`src/logic/backend_pkg.sv`:
```
`default_nettype none

package backend_pkg;

	typedef logic [31:0] word_t;      // reg values, alu results, bus data and addr
	typedef logic [31:0] inst_word_t; // raw instruction from frontend
	typedef logic [4:0]  reg_addr_t;
	typedef logic [3:0]  op_t;
	typedef logic [12:0] imm_t;       // signed
	typedef logic [2:0]  fwd_src_t;   // operand source picked at ex

	localparam int NUM_REGS    = 32;
	localparam int ISSUE_WIDTH = 2;

	// field positions, imm sits at bit 0
	localparam int OP_LSB  = 28;
	localparam int RD_LSB  = 23;
	localparam int RS1_LSB = 18;
	localparam int RS2_LSB = 13;

	localparam op_t OP_NOP  = 4'h0;
	localparam op_t OP_ADD  = 4'h1;
	localparam op_t OP_SUB  = 4'h2;
	localparam op_t OP_AND  = 4'h3;
	localparam op_t OP_OR   = 4'h4;
	localparam op_t OP_XOR  = 4'h5;
	localparam op_t OP_ADDI = 4'h6;
	localparam op_t OP_LW   = 4'h7;
	localparam op_t OP_SW   = 4'h8;

	localparam fwd_src_t FWD_NONE  = 3'd0; // value read at issue
	localparam fwd_src_t FWD_P0_M1 = 3'd1;
	localparam fwd_src_t FWD_P1_M1 = 3'd2;
	localparam fwd_src_t FWD_P0_M2 = 3'd3;
	localparam fwd_src_t FWD_P1_M2 = 3'd4;

	function automatic op_t inst_op(input inst_word_t inst);
		return inst[OP_LSB +: $bits(op_t)];
	endfunction

	function automatic reg_addr_t inst_rd(input inst_word_t inst);
		return inst[RD_LSB +: $bits(reg_addr_t)];
	endfunction

	function automatic reg_addr_t inst_rs1(input inst_word_t inst);
		return inst[RS1_LSB +: $bits(reg_addr_t)];
	endfunction

	function automatic reg_addr_t inst_rs2(input inst_word_t inst);
		return inst[RS2_LSB +: $bits(reg_addr_t)];
	endfunction

	// sign extended imm
	function automatic word_t imm_ext(input inst_word_t inst);
		imm_t imm;
		imm = inst[$bits(imm_t)-1:0];
		return {{($bits(word_t) - $bits(imm_t)){imm[$bits(imm_t)-1]}}, imm};
	endfunction

	function automatic logic is_alu_rr(input op_t op);
		return op inside {OP_ADD, OP_SUB, OP_AND, OP_OR, OP_XOR};
	endfunction

	function automatic logic is_mem(input op_t op);
		return op inside {OP_LW, OP_SW};
	endfunction

	function automatic logic writes_rd(input op_t op);
		return is_alu_rr(op) || op == OP_ADDI || op == OP_LW;
	endfunction

	function automatic logic uses_rs1(input op_t op);
		return is_alu_rr(op) || op inside {OP_ADDI, OP_LW, OP_SW};
	endfunction

	function automatic logic uses_rs2(input op_t op);
		return is_alu_rr(op) || op == OP_SW; // sw data comes from rs2
	endfunction

endpackage

`default_nettype wire

```
`src/logic/issue_ctrl.sv`:
```
`timescale 1ns/1ps
`default_nettype none

module issue_ctrl (
	input  backend_pkg::inst_word_t [backend_pkg::ISSUE_WIDTH-1:0] inst_i,
	input  logic [backend_pkg::ISSUE_WIDTH-1:0] inst_valid_i,
	input  logic                   freeze_i,
	input  logic                   p0_ex_load_i,
	input  backend_pkg::reg_addr_t p0_ex_rd_i, // zero when invalid or not writing
	input  backend_pkg::reg_addr_t p1_ex_rd_i,
	input  backend_pkg::reg_addr_t p0_m1_rd_i,
	input  backend_pkg::reg_addr_t p1_m1_rd_i,
	input  logic                   ex_revert_i, // pipe 0 holds the younger of the ex pair
	input  logic                   m1_revert_i,

	output logic [backend_pkg::ISSUE_WIDTH-1:0] issue_o, // per pipe
	output logic                                revert_o,
	output backend_pkg::reg_addr_t [2*backend_pkg::ISSUE_WIDTH-1:0] rs_addr_o, // pipe order
	output backend_pkg::fwd_src_t  [2*backend_pkg::ISSUE_WIDTH-1:0] fwd_src_o
);
	import backend_pkg::*;

	op_t       [ISSUE_WIDTH-1:0] op;
	reg_addr_t [ISSUE_WIDTH-1:0] rd, src1, src2; // zeroed when unused
	logic      [ISSUE_WIDTH-1:0] mem_op;
	logic      [ISSUE_WIDTH-1:0] load_hit; // waits on the load in p0 ex
	logic                        pair_dep;

	// youngest matching producer wins and ex beats m1
	function automatic fwd_src_t fwd_pick(input reg_addr_t r,
		input reg_addr_t ex0, input reg_addr_t ex1, input reg_addr_t m10,
		input reg_addr_t m11, input logic ex_rev, input logic m1_rev);
		fwd_src_t sel;
		sel = FWD_NONE;
		if (r != '0) begin
			if (ex0 == r && ex1 == r)
				sel = ex_rev ? FWD_P0_M1 : FWD_P1_M1;
			else if (ex0 == r)
				sel = FWD_P0_M1;
			else if (ex1 == r)
				sel = FWD_P1_M1;
			else if (m10 == r && m11 == r)
				sel = m1_rev ? FWD_P0_M2 : FWD_P1_M2;
			else if (m10 == r)
				sel = FWD_P0_M2;
			else if (m11 == r)
				sel = FWD_P1_M2;
		end
		return sel;
	endfunction

	always_comb begin
		for (int s = 0; s < ISSUE_WIDTH; s++) begin
			op[s]     = inst_op(inst_i[s]);
			rd[s]     = writes_rd(op[s]) ? inst_rd(inst_i[s]) : '0;
			src1[s]   = uses_rs1(op[s]) ? inst_rs1(inst_i[s]) : '0;
			src2[s]   = uses_rs2(op[s]) ? inst_rs2(inst_i[s]) : '0;
			mem_op[s] = is_mem(op[s]);
			// load data not ready for an ex right behind it
			load_hit[s] = p0_ex_load_i && p0_ex_rd_i != '0 &&
				(src1[s] == p0_ex_rd_i || src2[s] == p0_ex_rd_i);
		end
		pair_dep = rd[0] != '0 && (src1[1] == rd[0] || src2[1] == rd[0]); // raw inside pair
	end

	always_comb begin
		issue_o  = '0;
		revert_o = 1'b0;
		if (!freeze_i && inst_valid_i[0] && !load_hit[0]) begin
			issue_o[0] = 1'b1;
			if (inst_valid_i[1] && !load_hit[1] && !pair_dep && !(mem_op[0] && mem_op[1])) begin
				issue_o[1] = 1'b1;
				revert_o   = mem_op[1] && !mem_op[0]; // mem op must land in pipe 0
			end
		end
	end

	// operands in pipe order where pipe p holds slot p ^ revert
	always_comb begin
		for (int p = 0; p < ISSUE_WIDTH; p++) begin
			rs_addr_o[2*p]   = src1[p ^ int'(revert_o)];
			rs_addr_o[2*p+1] = src2[p ^ int'(revert_o)];
			for (int k = 0; k < 2; k++) begin
				fwd_src_o[2*p+k] = fwd_pick(rs_addr_o[2*p+k], p0_ex_rd_i, p1_ex_rd_i,
					p0_m1_rd_i, p1_m1_rd_i, ex_revert_i, m1_revert_i);
			end
		end
	end

endmodule

`default_nettype wire

```
`config.mk`:
```
export PLATFORM = sky130hd
export DESIGN_NAME = issue_ctrl
export DESIGN_NICKNAME = d
export VERILOG_FILES = /design/src/logic/backend_pkg.sv /design/src/logic/issue_ctrl.sv
export SDC_FILE = /design/constraint.sdc
export NUM_CORES = 1
export LEC_CHECK = 0
export BUFFER_PORTS_ARGS = -buffer_cell sky130_fd_sc_hd__buf_4
export CAP_MARGIN = 30
export CORE_AREA = 10 10 90 92
export DETAILED_ROUTE_END_ITERATION = 12
export DIE_AREA = 0 0 100 102
export PLACE_DENSITY = 0.83
export SLEW_MARGIN = 20
export SYNTH_ARGS = -nofsm -noshare
export SYNTH_HDL_FRONTEND = slang
export SYNTH_SLANG_ARGS = --single-unit
```
`constraint.sdc`:
```
create_clock -name vclk -period 6.8
set_input_delay 1.36 -clock vclk [all_inputs]
set_output_delay 1.36 -clock vclk [all_outputs]
set_load 0.005 [all_outputs]
```
### Word-level counts from Yosys, hierarchy flattened

Cells that the tools add are included.

* register bits: 0
* latch bits: 0
* RAM bits: 0
* bits in read-only memories: 0
* input port bits: 90
* output and inout port bits: 35
* word-level logic and storage cells: 134
* memories kept: 0

* add/subtract/negate cells: 0
* $mul: 0
* divide/modulo/power cells: 0
* magnitude comparators: 2
* equality and inequality tests: 38
* shift operators: 0
* muxes and demuxes: 47
* bitwise operators: 1
* reduce and logical (&&, ||, !) cells: 46

Operator list (count)
* == test 5 bit: 22
* 2-to-1 mux 3 bit: 29
* 2-to-1 mux 5 bit: 13
* nonzero test 5 bit: 8
* == test 4 x 3 -> 1 bit (second input constant): 8
* logical AND 1 bit: 19
* == test 4 x 2 -> 1 bit (second input constant): 4
* logical OR 1 bit: 9
* == test 4 x 1 -> 1 bit (second input constant): 2
* == test 4 bit (second input constant): 2
* zero test 1 bit: 6
* nonzero test 3 bit: 2
* less-than comparator 1 x 2 -> 1 bit (second input constant): 2
* 2-to-1 mux 2 bit: 2
* nonzero test 2 bit: 2
* 2-to-1 mux 1 bit: 3
* inverter 1 bit: 1

### Longest topological paths before layout

Gate-level depths: netlist of the first run.

* depth in word-level cells: 24
* depth in mapped cells: 17
* mapped depth without buffers: 11

### Least setup slack after synthesis of the first run

Ideal clock, no wire load.

* path kind: input port to output port
* start: in inst_i[63] (netlist bit)
* end: out fwd_src_o[10] (netlist bit)
* arrival: 4.972 ns
* required time: 5.440 ns
* slack: 0.468 ns
* stages: 15
* path buffers: 4
* cell sequence: buf_2 > or4_4 > buf_6 > and3_1 > buf_6 > and2_4 > o2111a_1 > or3b_4 > nor4b_1 > buf_2 > mux2i_1 > xor2_1 > a221o_1 > o211a_1 > a211oi_1

RTL lines
* start: declaration: RTL line issue_ctrl.sv:5 `input backend_pkg::inst_word_t [backend_pkg::ISSUE_WIDTH-1:0] inst_i,`
* end: declaration: RTL line issue_ctrl.sv:19 `output backend_pkg::fwd_src_t [2*backend_pkg::ISSUE_WIDTH-1:0] fwd_src_o`

==> summary.txt, run 1 <==
All-Layer GR Usage: 25.7%
synthesized area per cell: 6.52 sq um
Vias: 4476
syn nets: 588
first-pass GRT wire length: 22100 um
row count: 29
CLK BUF: 0
DIE AREA: 10200 sq um
drt total wl: 14000 um
most frequent cell after synthesis: nand2_1
core area: 6280 sq um
Fmax: 0.151 GHz
most used routing layer: met2
worst min-delay path class: input port to primary output
WL per Instance: 20.8 um
sequential cell count: 0
Cell variety after synth: 70
CP Capture Type: primary output
Final WS setup: 175 ps
DRT iter0 DRCs: 466
worst slew pin tran: 571 ps
Die Height: 102 um
Worst EP arrival: 5260 ps
share of the synthesized area in the top cell type: 13.2%
dpl ws: 24.6 ps
IO buf count: 94
Die Span X: 100 um
kind of critical path: input port to primary output
M3 GR Usage: 3.17%
sequential element share of the synthesized area: 0%
DP HPWL: 11300 um
post-route ant nets: 0
Routability Congestion: 0.968
period utilization: 97.4%
fillers: 599
commonest cells in the netlist: nand2_1 (55), xnor2_1 (49), nor2_1 (35), mux2i_1 (28), a21oi_1 (26)
Cell Area, Placed: 4130 sq um
pwr/cell area: 71.1 nW/um^2
largest cells by area after synthesis: xnor2_1 (13%), mux2i_1 (8.6%), nand2_1 (6.4%), nor2_1 (4.0%), a21oi_1 (4.0%)
GRT met1 Usage: 32.4%
status: complete, no violations
routed vias/inst: 6.68
count of final setup violators: 0
final instance area: 4220 sq um
Overflow after GRT: 0
Total Nets Final: 685
Slew Viols, Final: 0
critical path launch point type: input port
Yosys warning total: 0
final hold vios: 0
Worst Path Max Fanout: 9
Mapped Cells: 498
largest net degree at the start of global routing: 16
Synth area leader: xnor2_1
n_diodes: 0
share of cells above drive strength 1: 28.2%
Worst Path Required: 5440 ps
Post-Synth Adder-Cell Area: 0%
Initial Utilization: 51.7%
post-synthesis mux area share: 12.1%
Compound-Gate Fraction of Synth Area: 29.1%
slew margin rel.: 61.6%
Reg area: 0 sq um
Pre-Repair DR Iteration Count: 6
P_leak: 1.79 nW
simple-gate share of the synthesized area: 33.9%
Max IR drop VDD: 0.0419 mV
Area Growth Syn to Fin: 30.0%
initial antenna violation count: 0
largest family of logic cells by synthesized area: simple AND/OR/NAND/NOR gates
number of global-route vias before repair: 4302
max-capacitance violation count: 0
met2 Usage GRT: 44.4%
io pins: 125
post-synthesis xor/xnor area fraction: 16.7%
Residual DRC: 0
fin crit period: 6620 ps
Mapped Area: 3250 sq um
## where the power goes
group          internal, W  switching [W]
registers                0              0
clock network            0              0
logic             0.000133       0.000167
## cells in the final DEF, fill, tap and decap left out, types with 6 or more instances in the layout
cell	count
nand2b_1	6
nand2_1	55
o22ai_1	8
a21oi_1	26
nand3_1	20
nand4_1	11
and3_1	7
a2111oi_0	9
xor2_1	13
nor2_1	35
o21ai_0	18
inv_1	17
mux2i_1	27
nor3_1	19
o211ai_1	6
xnor2_1	49
buf_4	131
a211oi_1	7
nor4_1	6
## worst max-delay path, stage by stage
cell and delay, ps:
buf_4 140, or4_4 590, and3_1 290, and2_4 190, o2111a_1 270, or3b_4 420
nor4b_4 260, buf_4 230, buf_4 190, mux2i_1 300, xnor2_1 120, or4_1 440
and2_1 190, a21o_1 160, buf_4 130
## worst paths after layout
check | startpoint | end | cells past startpoint
setup / recovery | inst_i[60] | fwd_src_o[1] | 15
hold / removal | m1_revert_i | fwd_src_o[5] | 3
## timing repair
action | CTS | global route
endpoints found under the setup margin | 0 | 8
hold buffers | 0 | 0
setup buffers | 0 | 4
resized for setup | 0 | 10
## routing by layer
metal	wire [um]	part of all wire, %
met5	0	0
met4	367	2.6
met3	1240	8.9
met2	6790	49
met1	5570	40
## stage by stage
step	power, W	std cells	hold WS (ps)	utilization [%]	TNS, ps
after floorplan	0.000176	498	2810	-	0
after CTS	0.000289	666	3110	65.8	0
after global routing	0.000325	670	3120	67.3	-4.33
final	0.000300	670	3130	67.3	0
after detailed placement	0.000288	666	3110	65.8	0
after global placement	0.000280	666	3100	65.8	0
## cells by family after synthesis
kind of cell | after synthesis
simple gates | 208
compound gates | 132
xor+xnor | 62
buf+inv | 59
mux | 37
## area by class of cell
type | count | area (sq um) | share of cell area, %
Multi-Input combinational cell | 439 | 3040 | 72.1
Timing Repair Buffer | 132 | 995 | 23.6
Tap cell | 77 | 96.3 | 2.28
Inverter | 22 | 86.3 | 2.05
Power figures use the tool's default switching activity.
==> inputs of run 2 (changes only) <==
--- a/config.mk
+++ b/config.mk
@@ -7,10 +7,12 @@
 export LEC_CHECK = 0
 export BUFFER_PORTS_ARGS = -buffer_cell sky130_fd_sc_hd__buf_4
 export CAP_MARGIN = 30
-export CORE_AREA = 10 10 90 92
+export CELL_PAD_IN_SITES_DETAIL_PLACEMENT = 1
+export CELL_PAD_IN_SITES_GLOBAL_PLACEMENT = 2
+export CORE_AREA = 10 10 121 123
 export DETAILED_ROUTE_END_ITERATION = 12
-export DIE_AREA = 0 0 100 102
-export PLACE_DENSITY = 0.83
+export DIE_AREA = 0 0 131 133
+export PLACE_DENSITY_LB_ADDON = 0.1
 export SLEW_MARGIN = 20
 export SYNTH_ARGS = -nofsm -noshare
 export SYNTH_HDL_FRONTEND = slang
==> run 2 against run 1 <==
  * Critical path depth unchanged
  * Total power grew 2.5%
  * First-iteration DRC count down 53%
  * Setup slack improved by 13 ps
  * Design area increased by 3.7%
  * Core utilization is 32 points lower
  * Count of clock-buffer cells in the layout unchanged
  * Critical endpoint unchanged
==> summary.txt, run 2 (same netlist as run 1, synthesis figures left out) <==
sequential cell count: 0
combinational power share: 100.0%
fillers: 1602
WL per Instance: 21.2 um
routed vias/inst: 5.53
Worst Path Required: 5440 ps
Die Height: 133 um
largest net degree at the start of global routing: 23
Fmax: 0.151 GHz
Vias: 4248
Max IR drop VDD: 0.0284 mV
Total Nets Final: 688
CLK BUF: 0
status: complete, no violations
row count: 41
RSZ-0062 raised after global routing: false
Overflow after GRT: 0
DIE AREA: 17400 sq um
final instance area: 4380 sq um
CP Capture Type: primary output
Reg power frac: 0%
share of cells above drive strength 1: 28.5%
most common cell after layout, fill and taps aside: buf_4
post-route ant nets: 0
critical path launch point type: input port
max-capacitance violation count: 0
number of global-route vias before repair: 4504
Pre-Repair DR Iteration Count: 4
first-pass GRT wire length: 25500 um
DRT iter0 DRCs: 221
worst slew pin tran: 521 ps
io pins: 125
IO buf count: 94
Cell Area, Placed: 4340 sq um
Slew Viols, Final: 0
All-Layer GR Usage: 18.0%
count of final setup violators: 0
final hold vios: 0
DP HPWL: 13600 um
core area: 12400 sq um
Reg area: 0 sq um
pwr/cell area: 70.2 nW/um^2
Post-CTS Setup Inserts: 0
P_sw: 0.000172 W
Worst EP arrival: 5250 ps
slew margin rel.: 65.0%
most frequent cells in the layout: buf_4 (132), nand2_1 (55), xnor2_1 (49), nor2_1 (35)
P_leak: 1.80 nW
drt total wl: 16300 um
Die Span X: 131 um
kind of critical path: input port to primary output
post-route insts no fill: 768
clock power share: 0%
Initial Utilization: 26.3%
worst min-delay path class: input port to primary output
n_diodes: 0
period utilization: 97.2%
Residual DRC: 0
Power Internal: 0.000135 W
initial antenna violation count: 0
hold_buf cts: 0
Net Sw Frac: 55.9%
Worst Path Max Fanout: 16
fin crit period: 6610 ps
Area Growth Syn to Fin: 34.7%
Routability Congestion: 0.904
DP Cell Count: 768
## run 2: area by class of cell
class,instances,area (sq um),area share [%]
Multi-Input combinational cell,439,3030,69.2
Timing Repair Buffer,135,1050,24.0
Inverter,22,82.6,1.89
Tap cell,172,215,4.92
## run 2: power by group through the flow
stage                     combinational (W)  clock [W]  sequential, W
after global routing               0.000338          0              0
after CTS                          0.000305          0              0
after floorplan                    0.000176          0              0
final                              0.000307          0              0
after detailed placement           0.000304          0              0
after global placement             0.000299          0              0
## run 2: worst max-delay path, stage by stage
cell      delay (ps)
buf_4            120
or4_1            740
a31oi_2          320
nor3_1           100
nand4_1          140
or3b_4           420
nor4b_2          230
buf_4            240
buf_12           170
mux2_2           340
a211oi_1         330
nand4_1          240
a211oi_1         280
a21o_1           110
buf_4            100
## run 2: routing by layer
layer / global-route usage (%) / vias to the layer above / wire (um)
met5: 0 / - / 0
met2: 31.9 / 111 / 8030
met4: 1.17 / 0 / 72
met3: 1.84 / 4 / 924
met1: 23.5 / 2076 / 7260
li1: - / 2057 / -
## run 2: path summary, 6_finish.rpt
check / from / endpoint / slack (ps) / cells after the start
hold / removal: m1_revert_i / fwd_src_o[5] / 3110 / 3
setup / recovery: inst_i[28] / fwd_src_o[1] / 190 / 15
## run 2: per-stage QoR
| stage | setup WS (ps) | hold slack, ps | total power (W) | util [%] | setup TNS, ps |
|---|---|---|---|---|---|
| 6_report | 189 | 3110 | 0.000307 | 35.4 | 0 |
| 4_1_cts | 54.7 | 3120 | 0.000305 | 35.1 | 0 |
| 5_1_grt | 2.64 | 3150 | 0.000338 | 35.4 | 0 |
| 3_5_place_dp | -84.3 | 3120 | 0.000304 | 35.1 | -224 |
| 2_1_floorplan | 468 | 2810 | 0.000176 | - | 0 |
| 3_3_place_gp | -28.4 | 3120 | 0.000299 | 35.1 | -56.2 |
## run 2: timing repair
item / 4_1_cts / 5_1_grt
resized for setup: 1 / 7
setup endpoints to repair: 3 / 7
hold endpoints to repair: 0 / 0
==> inputs of run 3 (changes only) <==
--- a/config.mk
+++ b/config.mk
@@ -13,6 +13,7 @@
 export DETAILED_ROUTE_END_ITERATION = 12
 export DIE_AREA = 0 0 131 133
 export PLACE_DENSITY_LB_ADDON = 0.1
+export REMOVE_ABC_BUFFERS = 1
 export SLEW_MARGIN = 20
 export SYNTH_ARGS = -nofsm -noshare
 export SYNTH_HDL_FRONTEND = slang
==> run 3 against run 2 <==
  * First-iteration DRC count rose by 31%
  * Cell count fell by 0.65%
  * Core utilization fell by 0.22 points
  * Die area did not move
  * Setup slack improved by 12 ps
  * Wire length rose by 0.53%
  * Highest routed layer unchanged
==> summary.txt, run 3 (same netlist as run 1, synthesis figures left out) <==
most frequent cells in the layout: buf_4 (128), nand2_1 (55), xnor2_1 (49), nor2_1 (35)
number of global-route vias before repair: 4459
P_leak: 1.79 nW
DP HPWL: 13400 um
Cell Area, Placed: 4290 sq um
Vias: 4278
count of final setup violators: 0
first-pass GRT wire length: 25500 um
worst min-delay path class: input port to primary output
fillers: 1588
Worst EP arrival: 5240 ps
Max IR drop VDD: 0.0259 mV
largest net degree at the start of global routing: 36
io pins: 125
RSZ-0062 raised after global routing: false
routed vias/inst: 5.61
core area: 12400 sq um
Die Span X: 131 um
hold_buf cts: 0
kind of critical path: input port to primary output
n_diodes: 0
period utilization: 97.0%
fin crit period: 6600 ps
Initial Utilization: 26.3%
Die Height: 133 um
Pre-Repair DR Iteration Count: 4
worst slew pin tran: 493 ps
row count: 41
pwr/cell area: 70.2 nW/um^2
Worst Setup EP: fwd_src_o[1]
crit path from: inst_i[60]
All-Layer GR Usage: 18.1%
DRT iter0 DRCs: 289
Fmax: 0.152 GHz
Multi-input gate area: 3050 sq um
Post-CTS Setup Inserts: 0
slew margin rel.: 66.9%
share of cells above drive strength 1: 28.3%
final hold vios: 0
Worst Path Max Fanout: 9
Residual DRC: 0
most common cell after layout, fill and taps aside: buf_4
IO buf count: 94
Overflow after GRT: 0
Slew Viols, Final: 0
WL per Instance: 21.5 um
max-capacitance violation count: 0
sequential cell count: 0
initial antenna violation count: 0
final core utilization: 35.2%
setup_tns: 0 ps
critical path launch point type: input port
CP Capture Type: primary output
Area Growth Syn to Fin: 33.9%
Worst Path Required: 5440 ps
CLK BUF: 0
final instance area: 4350 sq um
Routability Congestion: 0.849
post-route ant nets: 0
DIE AREA: 17400 sq um
status: complete, no violations
Reg area: 0 sq um
Total Nets Final: 683
drt total wl: 16400 um
[run 3: metal layers]
layer / share of wire (%) / GRT usage (%) / up-vias
li1: - / - / 2053
met1: 45 / 23.8 / 2080
met2: 48 / 31.1 / 126
met3: 5.7 / 2.52 / 19
met4: 1.3 / 2.04 / 0
met5: 0 / 0 / -
[run 3: how the worst min path moves through the flow]
| stage | startpoint | to | slack (ps) | depth (start not counted) |
|---|---|---|---|---|
| floorplan | m1_revert_i | fwd_src_o[5] | 2810 | 1 |
| global placement | m1_revert_i | fwd_src_o[5] | 3130 | 3 |
| detailed placement | m1_revert_i | fwd_src_o[5] | 3140 | 3 |
| CTS | m1_revert_i | fwd_src_o[5] | 3130 | 3 |
| global route | ex_revert_i | fwd_src_o[3] | 3160 | 4 |
| finish | m1_revert_i | fwd_src_o[5] | 3130 | 3 |
[run 3: power breakdown]
group / internal, W / leakage (nW) / total [W] / switching, W
clock: 0 / 0 / 0 / 0
combinational: 0.000134 / 1.79 / 0.000306 / 0.000171
sequential: 0 / 0 / 0 / 0
total: 0.000134 / 1.79 / 0.000306 / 0.000171
[run 3: what timing repair did]
action / in CTS / in global routing
gates resized for setup: 1 / 11
pin swaps: 0 / 1
endpoints found under the setup margin: 3 / 8
[run 3: per-stage QoR]
stage / hold WS, ps / setup WS [ps] / instances / power (W)
after floorplan: 2810 / -3180 / 461 / 0.000161
after global placement: 3130 / -59.3 / 763 / 0.000295
after detailed placement: 3140 / -101 / 763 / 0.000301
after CTS: 3130 / 23.0 / 763 / 0.000302
after global routing: 3160 / 7.50 / 763 / 0.000337
final: 3130 / 201 / 763 / 0.000306
[run 3: area by class of cell]
type               instances  share of cell area [%]
well taps                172                    4.95
repair buffers           130                    23.0
multi-input cells        439                    70.1
inverters                 22                    1.99
[run 3: critical path, stage by stage]
cell	delay, ps
buf_4	140
or4_4	590
and3_1	260
and2_4	170
o2111a_1	290
or3b_4	420
nor4b_2	300
buf_4	230
mux2_4	360
xnor2_1	160
or4_1	510
and2_1	180
a21o_1	150
buf_4	130
