`config.mk`:
```
export PLATFORM = sky130hd
export DESIGN_NAME = backend_pipeline
export DESIGN_NICKNAME = d
export VERILOG_FILES = /design/src/logic/backend_pkg.sv /design/src/logic/backend_pipeline.sv
export SDC_FILE = /design/constraint.sdc
export NUM_CORES = 1
export LEC_CHECK = 0
export BUFFER_PORTS_ARGS = -buffer_cell sky130_fd_sc_hd__buf_2
export CORE_UTILIZATION = 30
export CTS_BUF_LIST = sky130_fd_sc_hd__clkbuf_4 sky130_fd_sc_hd__clkbuf_8
export CTS_CLUSTER_DIAMETER = 40
export DETAILED_ROUTE_END_ITERATION = 8
export MAX_ROUTING_LAYER = met4
export PLACE_DENSITY_LB_ADDON = 0.1
export SLEW_MARGIN = 20
export SYNTH_ARGS = -nofsm -noshare
export SYNTH_HDL_FRONTEND = slang
export SYNTH_SLANG_ARGS = --single-unit
```
`constraint.sdc`:
```
create_clock -name clk -period 7.3 [get_ports clk]
set_input_delay 0.73 -clock clk [delete_from_list [all_inputs] [get_ports clk]]
set_output_delay 0.73 -clock clk [all_outputs]
set_load 0.05 [all_outputs]
```
`src/logic/backend_pkg.sv`:
```
`default_nettype none

package backend_pkg;

	typedef logic [31:0] word_t;      // reg values, alu results, bus data and addr
	typedef logic [31:0] inst_word_t; // raw instruction from frontend
	typedef logic [4:0]  reg_addr_t;
	typedef logic [3:0]  op_t;
	typedef logic [12:0] imm_t;       // signed
	typedef logic [2:0]  fwd_src_t;   // operand source picked at ex

	localparam int NUM_REGS    = 32;
	localparam int ISSUE_WIDTH = 2;

	// field positions, imm sits at bit 0
	localparam int OP_LSB  = 28;
	localparam int RD_LSB  = 23;
	localparam int RS1_LSB = 18;
	localparam int RS2_LSB = 13;

	localparam op_t OP_NOP  = 4'h0;
	localparam op_t OP_ADD  = 4'h1;
	localparam op_t OP_SUB  = 4'h2;
	localparam op_t OP_AND  = 4'h3;
	localparam op_t OP_OR   = 4'h4;
	localparam op_t OP_XOR  = 4'h5;
	localparam op_t OP_ADDI = 4'h6;
	localparam op_t OP_LW   = 4'h7;
	localparam op_t OP_SW   = 4'h8;

	localparam fwd_src_t FWD_NONE  = 3'd0; // value read at issue
	localparam fwd_src_t FWD_P0_M1 = 3'd1;
	localparam fwd_src_t FWD_P1_M1 = 3'd2;
	localparam fwd_src_t FWD_P0_M2 = 3'd3;
	localparam fwd_src_t FWD_P1_M2 = 3'd4;

	function automatic op_t inst_op(input inst_word_t inst);
		return inst[OP_LSB +: $bits(op_t)];
	endfunction

	function automatic reg_addr_t inst_rd(input inst_word_t inst);
		return inst[RD_LSB +: $bits(reg_addr_t)];
	endfunction

	function automatic reg_addr_t inst_rs1(input inst_word_t inst);
		return inst[RS1_LSB +: $bits(reg_addr_t)];
	endfunction

	function automatic reg_addr_t inst_rs2(input inst_word_t inst);
		return inst[RS2_LSB +: $bits(reg_addr_t)];
	endfunction

	// sign extended imm
	function automatic word_t imm_ext(input inst_word_t inst);
		imm_t imm;
		imm = inst[$bits(imm_t)-1:0];
		return {{($bits(word_t) - $bits(imm_t)){imm[$bits(imm_t)-1]}}, imm};
	endfunction

	function automatic logic is_alu_rr(input op_t op);
		return op inside {OP_ADD, OP_SUB, OP_AND, OP_OR, OP_XOR};
	endfunction

	function automatic logic is_mem(input op_t op);
		return op inside {OP_LW, OP_SW};
	endfunction

	function automatic logic writes_rd(input op_t op);
		return is_alu_rr(op) || op == OP_ADDI || op == OP_LW;
	endfunction

	function automatic logic uses_rs1(input op_t op);
		return is_alu_rr(op) || op inside {OP_ADDI, OP_LW, OP_SW};
	endfunction

	function automatic logic uses_rs2(input op_t op);
		return is_alu_rr(op) || op == OP_SW; // sw data comes from rs2
	endfunction

endpackage

`default_nettype wire

```
`src/logic/backend_pipeline.sv`:
```
`timescale 1ns/1ps
`default_nettype none

module backend_pipeline #(
	parameter bit MAIN_PIPE = 1'b1 // only the main pipe owns the bus
) (
	input  logic clk,
	input  logic rst_n_i,
	input  logic freeze_i, // holds every stage

	input  logic                                   issue_i,
	input  logic                                   revert_i,
	input  backend_pkg::inst_word_t                inst_i,
	input  backend_pkg::word_t     [1:0]           rs_data_i,
	input  backend_pkg::fwd_src_t  [1:0]           fwd_src_i,

	// forwarding network, index is pipe
	input  backend_pkg::word_t [1:0] fwd_m1_i,
	input  backend_pkg::word_t [1:0] fwd_m2_i,
	output backend_pkg::word_t       m1_data_o,
	output backend_pkg::word_t       m2_data_o,

	// hazard info for issue
	output backend_pkg::reg_addr_t ex_rd_o,
	output logic                   ex_load_o,
	output backend_pkg::reg_addr_t m1_rd_o,
	output logic                   ex_revert_o,
	output logic                   m1_revert_o,

	output logic                   wb_en_o,
	output backend_pkg::reg_addr_t wb_addr_o,
	output backend_pkg::word_t     wb_data_o,
	output logic                   m2_revert_o,

	output logic               bus_req_o,
	output logic               bus_we_o,
	output backend_pkg::word_t bus_addr_o,
	output backend_pkg::word_t bus_wdata_o,
	input  logic               bus_ack_i,
	input  backend_pkg::word_t bus_rdata_i
);
	import backend_pkg::*;

	logic ex_valid, m1_valid, m2_valid;

	op_t            ex_op, m1_op;
	reg_addr_t      ex_rd, m1_rd, m2_rd; // zero for non-writing ops
	word_t          ex_imm;
	word_t          ex_a, ex_b;          // values read at issue
	fwd_src_t [1:0] ex_fwd;
	logic           ex_revert, m1_revert, m2_revert;

	word_t opnd_a, opnd_b, ex_result;
	word_t m1_result, m1_wdata;
	word_t m2_result;

	function automatic word_t fwd_mux(input fwd_src_t sel, input word_t raw,
		input word_t [1:0] m1, input word_t [1:0] m2);
		case (sel)
			FWD_P0_M1: return m1[0];
			FWD_P1_M1: return m1[1];
			FWD_P0_M2: return m2[0];
			FWD_P1_M2: return m2[1];
			default:   return raw;
		endcase
	endfunction

	// valid bits
	always_ff @(posedge clk) begin
		if (!rst_n_i) begin
			ex_valid <= 1'b0;
			m1_valid <= 1'b0;
			m2_valid <= 1'b0;
		end else if (!freeze_i) begin
			ex_valid <= issue_i;
			m1_valid <= ex_valid;
			m2_valid <= m1_valid;
		end
	end

	// payload, masked by valid downstream
	always_ff @(posedge clk) begin
		if (!freeze_i) begin
			ex_op     <= inst_op(inst_i);
			ex_rd     <= writes_rd(inst_op(inst_i)) ? inst_rd(inst_i) : '0;
			ex_imm    <= imm_ext(inst_i);
			ex_a      <= rs_data_i[0];
			ex_b      <= rs_data_i[1];
			ex_fwd    <= fwd_src_i;
			ex_revert <= revert_i;

			m1_op     <= ex_op;
			m1_rd     <= ex_rd;
			m1_result <= ex_result;
			m1_wdata  <= opnd_b; // store data
			m1_revert <= ex_revert;

			m2_rd     <= m1_rd;
			m2_result <= (m1_op == OP_LW && bus_ack_i) ? bus_rdata_i : m1_result;
			m2_revert <= m1_revert;
		end
	end

	always_comb begin
		opnd_a = fwd_mux(ex_fwd[0], ex_a, fwd_m1_i, fwd_m2_i);
		opnd_b = fwd_mux(ex_fwd[1], ex_b, fwd_m1_i, fwd_m2_i);
		case (ex_op)
			OP_ADD:               ex_result = opnd_a + opnd_b;
			OP_SUB:               ex_result = opnd_a - opnd_b;
			OP_AND:               ex_result = opnd_a & opnd_b;
			OP_OR:                ex_result = opnd_a | opnd_b;
			OP_XOR:               ex_result = opnd_a ^ opnd_b;
			OP_ADDI, OP_LW, OP_SW: ex_result = opnd_a + ex_imm; // also mem address
			default:              ex_result = '0;
		endcase
	end

	assign ex_rd_o     = ex_valid ? ex_rd : '0;
	assign ex_load_o   = ex_valid && ex_op == OP_LW;
	assign m1_rd_o     = m1_valid ? m1_rd : '0;
	assign ex_revert_o = ex_valid && ex_revert;
	assign m1_revert_o = m1_valid && m1_revert;
	assign m2_revert_o = m2_valid && m2_revert;

	assign m1_data_o = m1_result; // never a load, issue blocks that
	assign m2_data_o = m2_result;

	// retire at the edge leaving m2
	assign wb_en_o   = m2_valid && m2_rd != '0 && !freeze_i;
	assign wb_addr_o = m2_rd;
	assign wb_data_o = m2_result;

	if (MAIN_PIPE) begin : g_main
		assign bus_req_o   = m1_valid && is_mem(m1_op); // level until ack
		assign bus_we_o    = m1_valid && m1_op == OP_SW;
		assign bus_addr_o  = m1_result;
		assign bus_wdata_o = m1_wdata;
	end else begin : g_sec
		assign bus_req_o   = 1'b0;
		assign bus_we_o    = 1'b0;
		assign bus_addr_o  = '0;
		assign bus_wdata_o = '0;

		// steering must keep mem ops in pipe 0
		a_no_mem: assert property (@(posedge clk) disable iff (!rst_n_i)
			!(ex_valid && is_mem(ex_op)))
			else $error("backend_pipeline: memory op in secondary pipe");
	end

endmodule

`default_nettype wire

```
Yosys cells after proc, flatten, opt, wreduce, memory -nomap -nowiden --
Cells that the tools add are included.
Word-level totals: word-level logic and storage cells 72, register bits after elaboration 208, bits of input ports 268, output and inout bits 182
Cells by class: multiplexer cells 6, reduce and logical (&&, ||, !) cells 16, bitwise operators 3, equality and inequality tests 25, add/sub/neg operators 3
Operator list (number):
- 32-bit case mux with 4 select lines | 2
- 32-bit case mux with 6 select lines | 1
- 32-bit adder | 2
- 4-bit by 3-bit == test with 1-bit output, second input constant | 9
- 32-bit bitwise AND | 1
- 32-bit 2-to-1 mux | 1
- 32-bit bitwise OR | 1
- 32-bit subtractor | 1
- 32-bit bitwise XOR | 1
- 4-bit by 2-bit == test with 1-bit output, second input constant | 4
- 3-bit by 2-bit == test with 1-bit output, second input constant | 4
- 5-bit 2-to-1 mux | 2
- 5-bit nonzero test | 2
- 1-bit logical AND | 9
- 4-bit by 1-bit == test with 1-bit output, second input constant | 2
- 4-bit == test, second input constant | 2
- 3-bit by 1-bit == test with 1-bit output, second input constant | 2
- 3-bit == test, second input constant | 2
- 3-bit OR reduction | 1
- 1-bit logical OR | 2
- 2-bit nonzero test | 1
- 1-bit zero test | 1

Logic depth before layout (Yosys ltp) --
Gate-level depths: netlist (run 1).
word-level depth 4, mapped depth 24, gate-level depth less buffers 21

Worst setup path after synthesis (run 1) --
OpenSTA, ideal clock, no wires.
kind in2out, start input port freeze_i, end output port wb_en_o, data arrival time 5650 ps, data required time 6570 ps, stages 2, path slack 920 ps, buffers on the path 0, path through inv_1 > o311a_1
Between the ends: longest elaborated chain between the ends 2
RTL lines:
- start: declaration | RTL line backend_pipeline.sv:9 | input logic freeze_i,
- 1-bit zero test | RTL line backend_pipeline.sv:129 | assign wb_en_o = m2_valid && m2_rd != '0 && !freeze_i;
- 1-bit logical AND | RTL line backend_pipeline.sv:129
- end: declaration | RTL line backend_pipeline.sv:30 | output logic wb_en_o,
Every way passes these cells.

Worst setup path after layout (run 1) --
start register ex_fwd[4] (netlist name), end register m1_result[31], in the netlist bus_addr_o[31] (data pin)
Between the ends: longest elaborated chain between the ends 4, elaborated cells between the ends (all ways) 11, those cells by class add/sub (2); eq/ne (4); mux (2); bitwise (3)
RTL lines:
- start: declaration | RTL line backend_pipeline.sv:50 | fwd_src_t [1:0] ex_fwd;
- start signal: assignment | RTL line backend_pipeline.sv:89 | ex_fwd <= fwd_src_i;
- 3-bit == test, or another cell as far along | RTL line backend_pipeline.sv:59 | case (sel)
- 32-bit case mux with 4 select lines (*) | RTL line backend_pipeline.sv:59
- 32-bit subtractor, or another cell as far along | RTL line backend_pipeline.sv:109 | OP_SUB: ex_result = opnd_a - opnd_b;
- 32-bit case mux with 6 select lines (*) | RTL line backend_pipeline.sv:107 | case (ex_op)
- via ex_result[31] | RTL line backend_pipeline.sv:53 | word_t opnd_a, opnd_b, ex_result;
- end signal: assignment | RTL line backend_pipeline.sv:94 | m1_result <= ex_result;
- end: declaration | RTL line backend_pipeline.sv:54 | word_t m1_result, m1_wdata;
Mark *: on every way through the listed nets, which the timed path passes. The rest lies on a longest branch. A chain may end at the register's enable or synchronous reset.

==> key figures, run 1 <==
Clocking
  – Clock root buffer: clkbuf_8
  – # H-tree levels: 2
  – Post-CTS resize count: 0
  – Postcts setup bufs: 0
  – CTS buffer count: between 40 and 50
  – Clk sinks: approximately 210
  – CTS tree: done
  – Clock Path Buffers: 3
  – Hold Buf Count CTS: 0
  – Clock-pin slew on the worst setup and hold paths: 0.06 ns
  – Worst skew pair latency: 0.62 ns

Synthesis
  – Post-synthesis compound-gate area fraction: 16.8%
  – Cells after Synth: about 1400
  – Xor and xnor area share after synthesis: approximately 3.6%
  – Synthesized cell area: 0.0148 sq mm
  – Synth async-reset ratio: 0%
  – Sequential area share after synthesis: a little over two fifths
  – Yosys top cell area share: 41.6%
  – Number of flops mapped to enable cells by yosys: 205
  – Netlist cell types: 82
  – Largest family of logic cells by synthesized area: compound AO/OA/AOI/OAI gates
  – Simple-Gate Fraction of Synth Area: 11.7%
  – Synth Flop Type: edfxtp_1
  – Leading area contributor after synthesis: edfxtp_1
  – Syn Area/Cell: 10.6 sq um
  – Mux contribution to synthesized area: 9.77%
  – Synth Area in Adders: 8.26%
  – Synthesized Nets: 1759
  – Synth Warn #: 0
  – Main area contributors after synthesis: edfxtp_1, ha_1, mux4_2
  – Number of synthesized register bits: 208

Finish
  – Most common cell after layout, fill and taps aside: buf_2
  – Most frequent cells in the layout: buf_2, edfxtp_1, nor2_1
  – Final core occ: 38.1%
  – Reg area: 0.00622 sq mm
  – Fill cells: 4844
  – Area grow syn2layout: 23.9%
  – Multi-input gate area in the final layout: 0.00743 sq mm
  – Fraction of layout cells with a size suffix above 1: 36.5%
  – Final #Nets: 2136
  – Final instance area: 0.0183 sq mm

Worst setup path
  – CP endpoint: bus_addr_o[31]
  – Buf/Inv on CP: 2
  – Critical Path Max Stage Delay: between 0.6 and 0.7 ns
  – Crit path from: ex_fwd[4]
  – Reg-to-reg setup timing slack: 0.67 ns
  – R2R depth: 21
  – Required @ worst endpoint: 7.76 ns
  – WP depth: 21
  – Worst R2R Start: ex_fwd[4]
  – Crit. End Element: flop
  – Max FO, Critical Path: 16
  – Max stage delay cell, worst path: a2111oi_2
  – CP cell instances: or4b_1 > o221a_1 > o22ai_1 > buf_4 > ha_1 > inv_1 > or3_1 > nor2_1 > xnor2_1 > o221ai_1 > ha_1 > a21oi_1 > o21a_1 > a21boi_1 > o21ai_1 > a2111oi_2 > nor4b_1 > or3_1 > a31oi_1 > xnor3_1 > o21ai_1
  – Crit path max-delay family: compound AO/OA/AOI/OAI gates
  – Critical Path AT: 7.09 ns
  – Worst R2R End: bus_addr_o[31]
  – Worst Path Class, Setup: reg2reg
  – Startpoint types: flop

Timing
  – Fmax: around 150 MHz
  – Final setup skew: 0.0411 ns
  – Slew HR: 38.3%
  – Final worst setup slack: 0.669 ns
  – RSZ-0062 raised after global routing: false
  – Final Hold Viols: 0
  – Final number of max-transition violations: 0
  – Worst hold-check slack: 0.284 ns
  – Tmin final: approximately 6.6 ns
  – Final Cycle Share: 90.8%
  – Slew @ Worst Pin: ~0.92 ns
  – Total Neg Setup Slack: 0 ns
  – # setup viols final: 0

Power and ir drop
  – Worst VDD drop: 0.153 mV
  – Leak: 7.83 nW
  – Pwr dens: roughly 270 mW/mm^2

Die
  – Core area: between 0.04 and 0.05 sq mm
  – Die extent in x: 224 um
  – Initial Util: 30.7%
  – I/O pin count: 450
  – Die H: 224 um
  – Die area: between 0.05 and 0.06 sq mm
  – Core Rows: 80

Outcome
  – Status: completed

Hold path
  – Worst Hold Depth: 1
  – Hold crit path type: in2reg

Detailed routing
  – Post-DRT Antenna Nets: 0
  – Initial DRC count: about 830
  – WL final: 53300 um
  – DRC Markers: 0
  – Vias per cell: slightly above 5
  – Via count: 12700
  – First drt pass iteration count: 7
  – WL/cell: 21.5 um

Flow run
  – Max cap viols: 0

Placement
  – Post-place setup slack: 0.696 ns
  – IO Port Bufs: roughly 440
  – Post-placement cell area: approximately 0.017 sq mm
  – RePlAce Congestion: 0.881
  – Post-DP HPWL: ~40000 um

Global route
  – Vias in the first global route: 12400
  – Initial antenna violation count: 12
  – Global Route Usage Sum: between 20% and 30%
  – First-pass GRT wire length: 78000 um
  – Gr ovfl total: 0
  – Pin count of the biggest net entering global routing: 92
## how the worst min path moves through the flow
| stage | slack [ns] | from | to |
|---|---|---|---|
| CTS | 0.23 | inst_i[11] | ex_imm[11] |
| global placement | 0.43 | m1_revert | m2_revert |
| detailed placement | 0.43 | ex_rd[2] | m1_rd[2] |
| global route | 0.24 | inst_i[11] | ex_imm[11] |
| finish | 0.28 | inst_i[8] | ex_imm[8] |
| floorplan | 0.42 | ex_rd[0] | m1_rd[0] |
## power by group
group          total, W  internal [W]  switching, W
Sequential      0.00158       0.00149     0.0000889
Combinational   0.00200      0.000648       0.00135
Clock           0.00144      0.000842      0.000597
Total           0.00502       0.00298       0.00204
## synth_stat cells (25+ instances only)
library cell    n
edfxtp_1      205
nor2_1        120
ha_1           96
inv_1          79
nand2_1        74
o21ai_0        72
buf_4          68
clkbuf_1       58
a21oi_1        54
a221oi_1       48
xnor2_1        45
mux2i_1        42
mux2_2         38
nand2b_1       28
o221ai_1       27
mux4_2         26
o22ai_1        25
## through the flow
| stage | instances | total power, W |
|---|---|---|
| after global routing | 2478 | 0.00531 |
| final | 2479 | 0.00502 |
| after floorplan | 1394 | 0.00311 |
| after CTS | 2466 | 0.00508 |
| after global placement | 2376 | 0.00359 |
| after detailed placement | 2376 | 0.00361 |
## final cells by class
type                    count  area share, %
inverters                  81           1.70
multi-input cells         956           40.6
flip-flops and latches    208           33.9
repair buffers            475           13.5
clock inverters            30           1.52
clock buffers              60           4.16
well taps                 656           4.48
diodes                     13          0.178
## per-layer routing
layer | routed length [um] | track usage, %
met1 | 25100 | 28.8
met2 | 23400 | 31.9
met3 | 3600 | 4.91
met4 | 1220 | 6.32
met5 | 0 | -
## flip-flops by register name, summed over array words and instances, names as in the netlist, 5 cells and up
register	count
bus_addr_o	32
bus_wdata_o	32
ex_a	32
ex_b	32
m2_data_o	32
ex_imm	13
ex_fwd	6
ex_rd	5
m1_rd	5
wb_addr_o	5
## cells by family after synthesis
| family | count (synthesis) |
|---|---|
| xor gates and xnor gates | 59 |
| buffers and inverters | 230 |
| DFF | 208 |
| and+or+nand+nor | 345 |
| muxes | 107 |
| AOI/OAI and AO/OA | 348 |
| adders and majority gates | 97 |
No activity file was read; power rests on OpenSTA's default activity.
==> run 2: changes to the inputs <==
ABC_AREA = 1   (was not set)
==> run 2 against run 1 <==
Via count rose by 12%. Fmax rose by 18%. Combinational power barely moved. Routed wire length rose by 7.9%. Worst setup slack improved by 1.0 ns. Critical path type unchanged.
==> key figures, run 2 <==
Worst setup path
  – WP depth: 25 (was 21)
  – Worst R2R Start: ex_fwd[5] (was ex_fwd[4])
  – Worst R2R End: bus_addr_o[31] (unchanged)
  – Buf/Inv on CP: 3 (was 2)
  – Critical Path Max Stage Delay: 0.44 ns (was 0.67 ns)
  – Crit. End Element: flop (unchanged)
  – Reg-to-reg setup timing slack: 1.66 ns (was 0.67 ns)
  – Critical Path AT: 5.93 ns (was 7.09 ns)
  – Crit path max-delay family: simple AND/OR/NAND/NOR gates (was compound AO/OA/AOI/OAI gates)
  – Max FO, Critical Path: 33 (was 16)
  – Required @ worst endpoint: 7.60 ns (was 7.76 ns)
  – R2R depth: 25 (was 21)
  – Worst Path Class, Setup: reg2reg (unchanged)
  – Startpoint types: flop (unchanged)
  – Most frequent CP cell: nand2_1
  – Max stage delay cell, worst path: buf_4 (was a2111oi_2)

Outcome
  – Status: completed (unchanged)

Synthesis
  – Synth Flop Type: edfxtp_1 (unchanged)
  – Synthesized cell area: 0.0149 sq mm (was 0.0148 sq mm)
  – Sequential area share after synthesis: 41.7% (was 42.0%)
  – Netlist cell types: 55 (was 82)
  – Yosys top cell area share: 41.3% (was 41.6%)
  – Number of synthesized register bits: 208 (unchanged)
  – Syn Area/Cell: 8.40 sq um (was 10.6 sq um)
  – Synthesized Nets: 2138 (was 1759)
  – Synth async-reset ratio: 0% (unchanged)
  – Commonest cells in the netlist: nand2_1, inv_1, edfxtp_1 (was edfxtp_1, nor2_1, ha_1)
  – Synth Warn #: 0 (unchanged)
  – Leading area contributor after synthesis: edfxtp_1 (unchanged)
  – Count leader, synth: nand2_1 (was edfxtp_1)
  – Cells after Synth: 1773 (was 1394)
  – Number of flops mapped to enable cells by yosys: 205 (unchanged)
  – Main area contributors after synthesis: edfxtp_1, ha_1, nand2_1 (was edfxtp_1, ha_1, mux4_2)

Global route
  – Global Route Usage Sum: 22.9% (was 21.4%)
  – First-pass GRT wire length: 83700 um (was 78000 um)
  – Gr ovfl total: 0 (unchanged)
  – Initial antenna violation count: 12 (unchanged)
  – Pin count of the biggest net entering global routing: 73 (was 92)
  – Vias in the first global route: 13900 (was 12400)

Timing
  – Total Neg Setup Slack: 0 ns (unchanged)
  – Final worst setup slack: 1.66 ns (was 0.669 ns)
  – RSZ-0062 raised after global routing: false (unchanged)
  – Fmax: 177 MHz (was 151 MHz)
  – Slew @ Worst Pin: 1.01 ns (was 0.925 ns)
  – Final Hold Viols: 0 (unchanged)
  – Slew HR: 32.6% (was 38.3%)
  – Final Cycle Share: 77.2% (was 90.8%)
  – Final number of max-transition violations: 0 (unchanged)
  – # setup viols final: 0 (unchanged)
  – Final setup skew: 0.0416 ns (was 0.0411 ns)
  – Worst hold-check slack: 0.273 ns (was 0.284 ns)
  – Tmin final: 5.64 ns (was 6.63 ns)

Clocking
  – CTS buffer count: 52 (was 49)
  – Hold Buf Count CTS: 0 (unchanged)
  – CTS tree: done (unchanged)
  – Clock Path Buffers: 3 (unchanged)
  – Clk sinks: 208 (unchanged)
  – Postcts setup bufs: 0 (unchanged)
  – Clock-pin slew on the worst setup and hold paths: 0.06 ns (about the same)
  – # H-tree levels: 2 (unchanged)
  – Worst skew pair latency: 0.63 ns (was 0.62 ns)
  – Clock root buffer: clkbuf_8 (unchanged)
  – Post-CTS resize count: 0 (unchanged)

Finish
  – Area grow syn2layout: 24.6% (was 23.9%)
  – Most common cell after layout, fill and taps aside: buf_2 (unchanged)
  – Most frequent cells in the layout: buf_2, nand2_1, inv_1 (was buf_2, edfxtp_1, nor2_1)
  – Fill cells: 5204 (was 4844)
  – Multi-input gate area in the final layout: 0.00682 sq mm (was 0.00743 sq mm)
  – Final #Nets: 2520 (was 2136)
  – Reg area: 0.00622 sq mm (unchanged)
  – Final instance area: 0.0186 sq mm (was 0.0183 sq mm)
  – Fraction of layout cells with a size suffix above 1: 29.5% (was 36.5%)

Power and ir drop
  – Clock power share: 32.4% (was 28.6%)
  – Sw Share: 41.5% (was 40.6%)
  – Gate power share: 38.1% (was 39.8%)
  – Total power: 0.00529 W (was 0.00502 W)
  – Sequential power share: 29.5% (was 31.5%)
  – Int Pwr: 0.00310 W (was 0.00298 W)
  – Worst VDD drop: 0.172 mV (was 0.153 mV)
  – Pwr dens: 285 mW/mm^2 (was 274 mW/mm^2)
  – Switching power: 0.00219 W (was 0.00204 W)
  – Leak: 8.62 nW (was 7.83 nW)

Detailed routing
  – Via count: 14200 (was 12700)
  – Vias per cell: 4.94 (was 5.10)
  – Initial DRC count: 1044 (was 826)
  – Post-DRT Antenna Nets: 0 (unchanged)
  – First drt pass iteration count: 5 (was 7)
  – DRC Markers: 0 (unchanged)
  – WL final: 57500 um (was 53300 um)
  – WL/cell: 20.0 um (was 21.5 um)

Die
  – Die area: 0.0506 sq mm (was 0.0502 sq mm)
  – Die H: 225 um (was 224 um)
  – Initial Util: 30.4% (was 30.7%)
  – I/O pin count: 450 (unchanged)
  – Die extent in x: 225 um (was 224 um)
  – Core area: 0.0490 sq mm (was 0.0481 sq mm)
  – Core Rows: 81 (was 80)

Placement
  – IO Port Bufs: 439 (unchanged)
  – Post-place setup slack: 1.77 ns (was 0.696 ns)
  – RePlAce Congestion: 0.901 (was 0.881)
  – Post-placement cell area: 0.0173 sq mm (about the same)
  – Post-DP HPWL: 43800 um (was 41200 um)

Hold path
  – Worst Hold Depth: 1 (unchanged)
  – Hold path startpoint: rs_data_i[8] (was inst_i[8])
  – Worst Hold End: ex_a[8] (was ex_imm[8])
  – Hold crit path type: in2reg (unchanged)

Flow run
  – Max cap viols: 0 (unchanged)
-- run 2: changes by cell type after synthesis, moves of 28 or more --
cell and delta:
inv_1 +177, xnor2_1 -44, nor2_1 +43, mux2i_1 -42, nand4_1 +55, o21ai_0 +29, nand3_1 +98, nand2b_1 -28
a221oi_1 -38, nand2_1 +222, a31oi_1 +28
-- run 2: cell families (layout without fill, tap and decap cells) --
kind of cell	after synthesis	after routing	synth area share, %
other	0	11	0
AND/OR/NAND/NOR	687	687	20.4
flip-flops	208	208	41.7
adder cells (fa/ha/maj)	97	97	8.19
buffers and inverters	409	833	12.6
AO/OA/AOI/OAI	334	334	14.3
multiplexers	32	32	2.42
XOR/XNOR	6	6	0.353
-- run 2: per-stage QoR --
| step | util, % | instances |
|---|---|---|
| 2_1_floorplan | - | 1773 |
| 3_3_place_gp | 35.3 | 2765 |
| 3_5_place_dp | 35.3 | 2765 |
| 4_1_cts | 37.9 | 2861 |
| 5_1_grt | 37.9 | 2871 |
| 6_report | 37.9 | 2872 |
-- run 2: area by class of cell --
cell class,count,share of cell area (%)
inverters,274,5.58
diodes,11,0.148
clock inverters,31,2.32
flip-flops and latches,208,33.5
multi-input cells,1156,36.7
clock buffers,65,4.45
repair buffers,463,12.8
well taps,664,4.48
-- run 2: power groups by stage --
stage	Clock [W]	Combinational, W	Sequential (W)
detailed placement	0	0.00200	0.00158
floorplan	0	0.00119	0.00184
global placement	0	0.00200	0.00158
finish	0.00171	0.00202	0.00156
global route	0.00182	0.00220	0.00157
CTS	0.00177	0.00201	0.00156
-- run 2: metal layers --
layer  up-vias  GRT usage, %  routed length, um
met5         -             -                  0
met4         0          7.31               1360
li1       6852             -                  -
met3        88          5.13               4560
met2       626          34.4              25600
met1      6627          30.3              26000
-- run 2: worst max path at each step --
stage | startpoint | endpoint
after detailed placement | ex_fwd[5] | bus_addr_o[31]
final | ex_fwd[5] | bus_addr_o[31]
after global routing | ex_fwd[5] | bus_addr_o[31]
after global placement | ex_fwd[5] | bus_addr_o[31]
after floorplan | freeze_i | wb_en_o
after CTS | ex_fwd[5] | bus_addr_o[31]
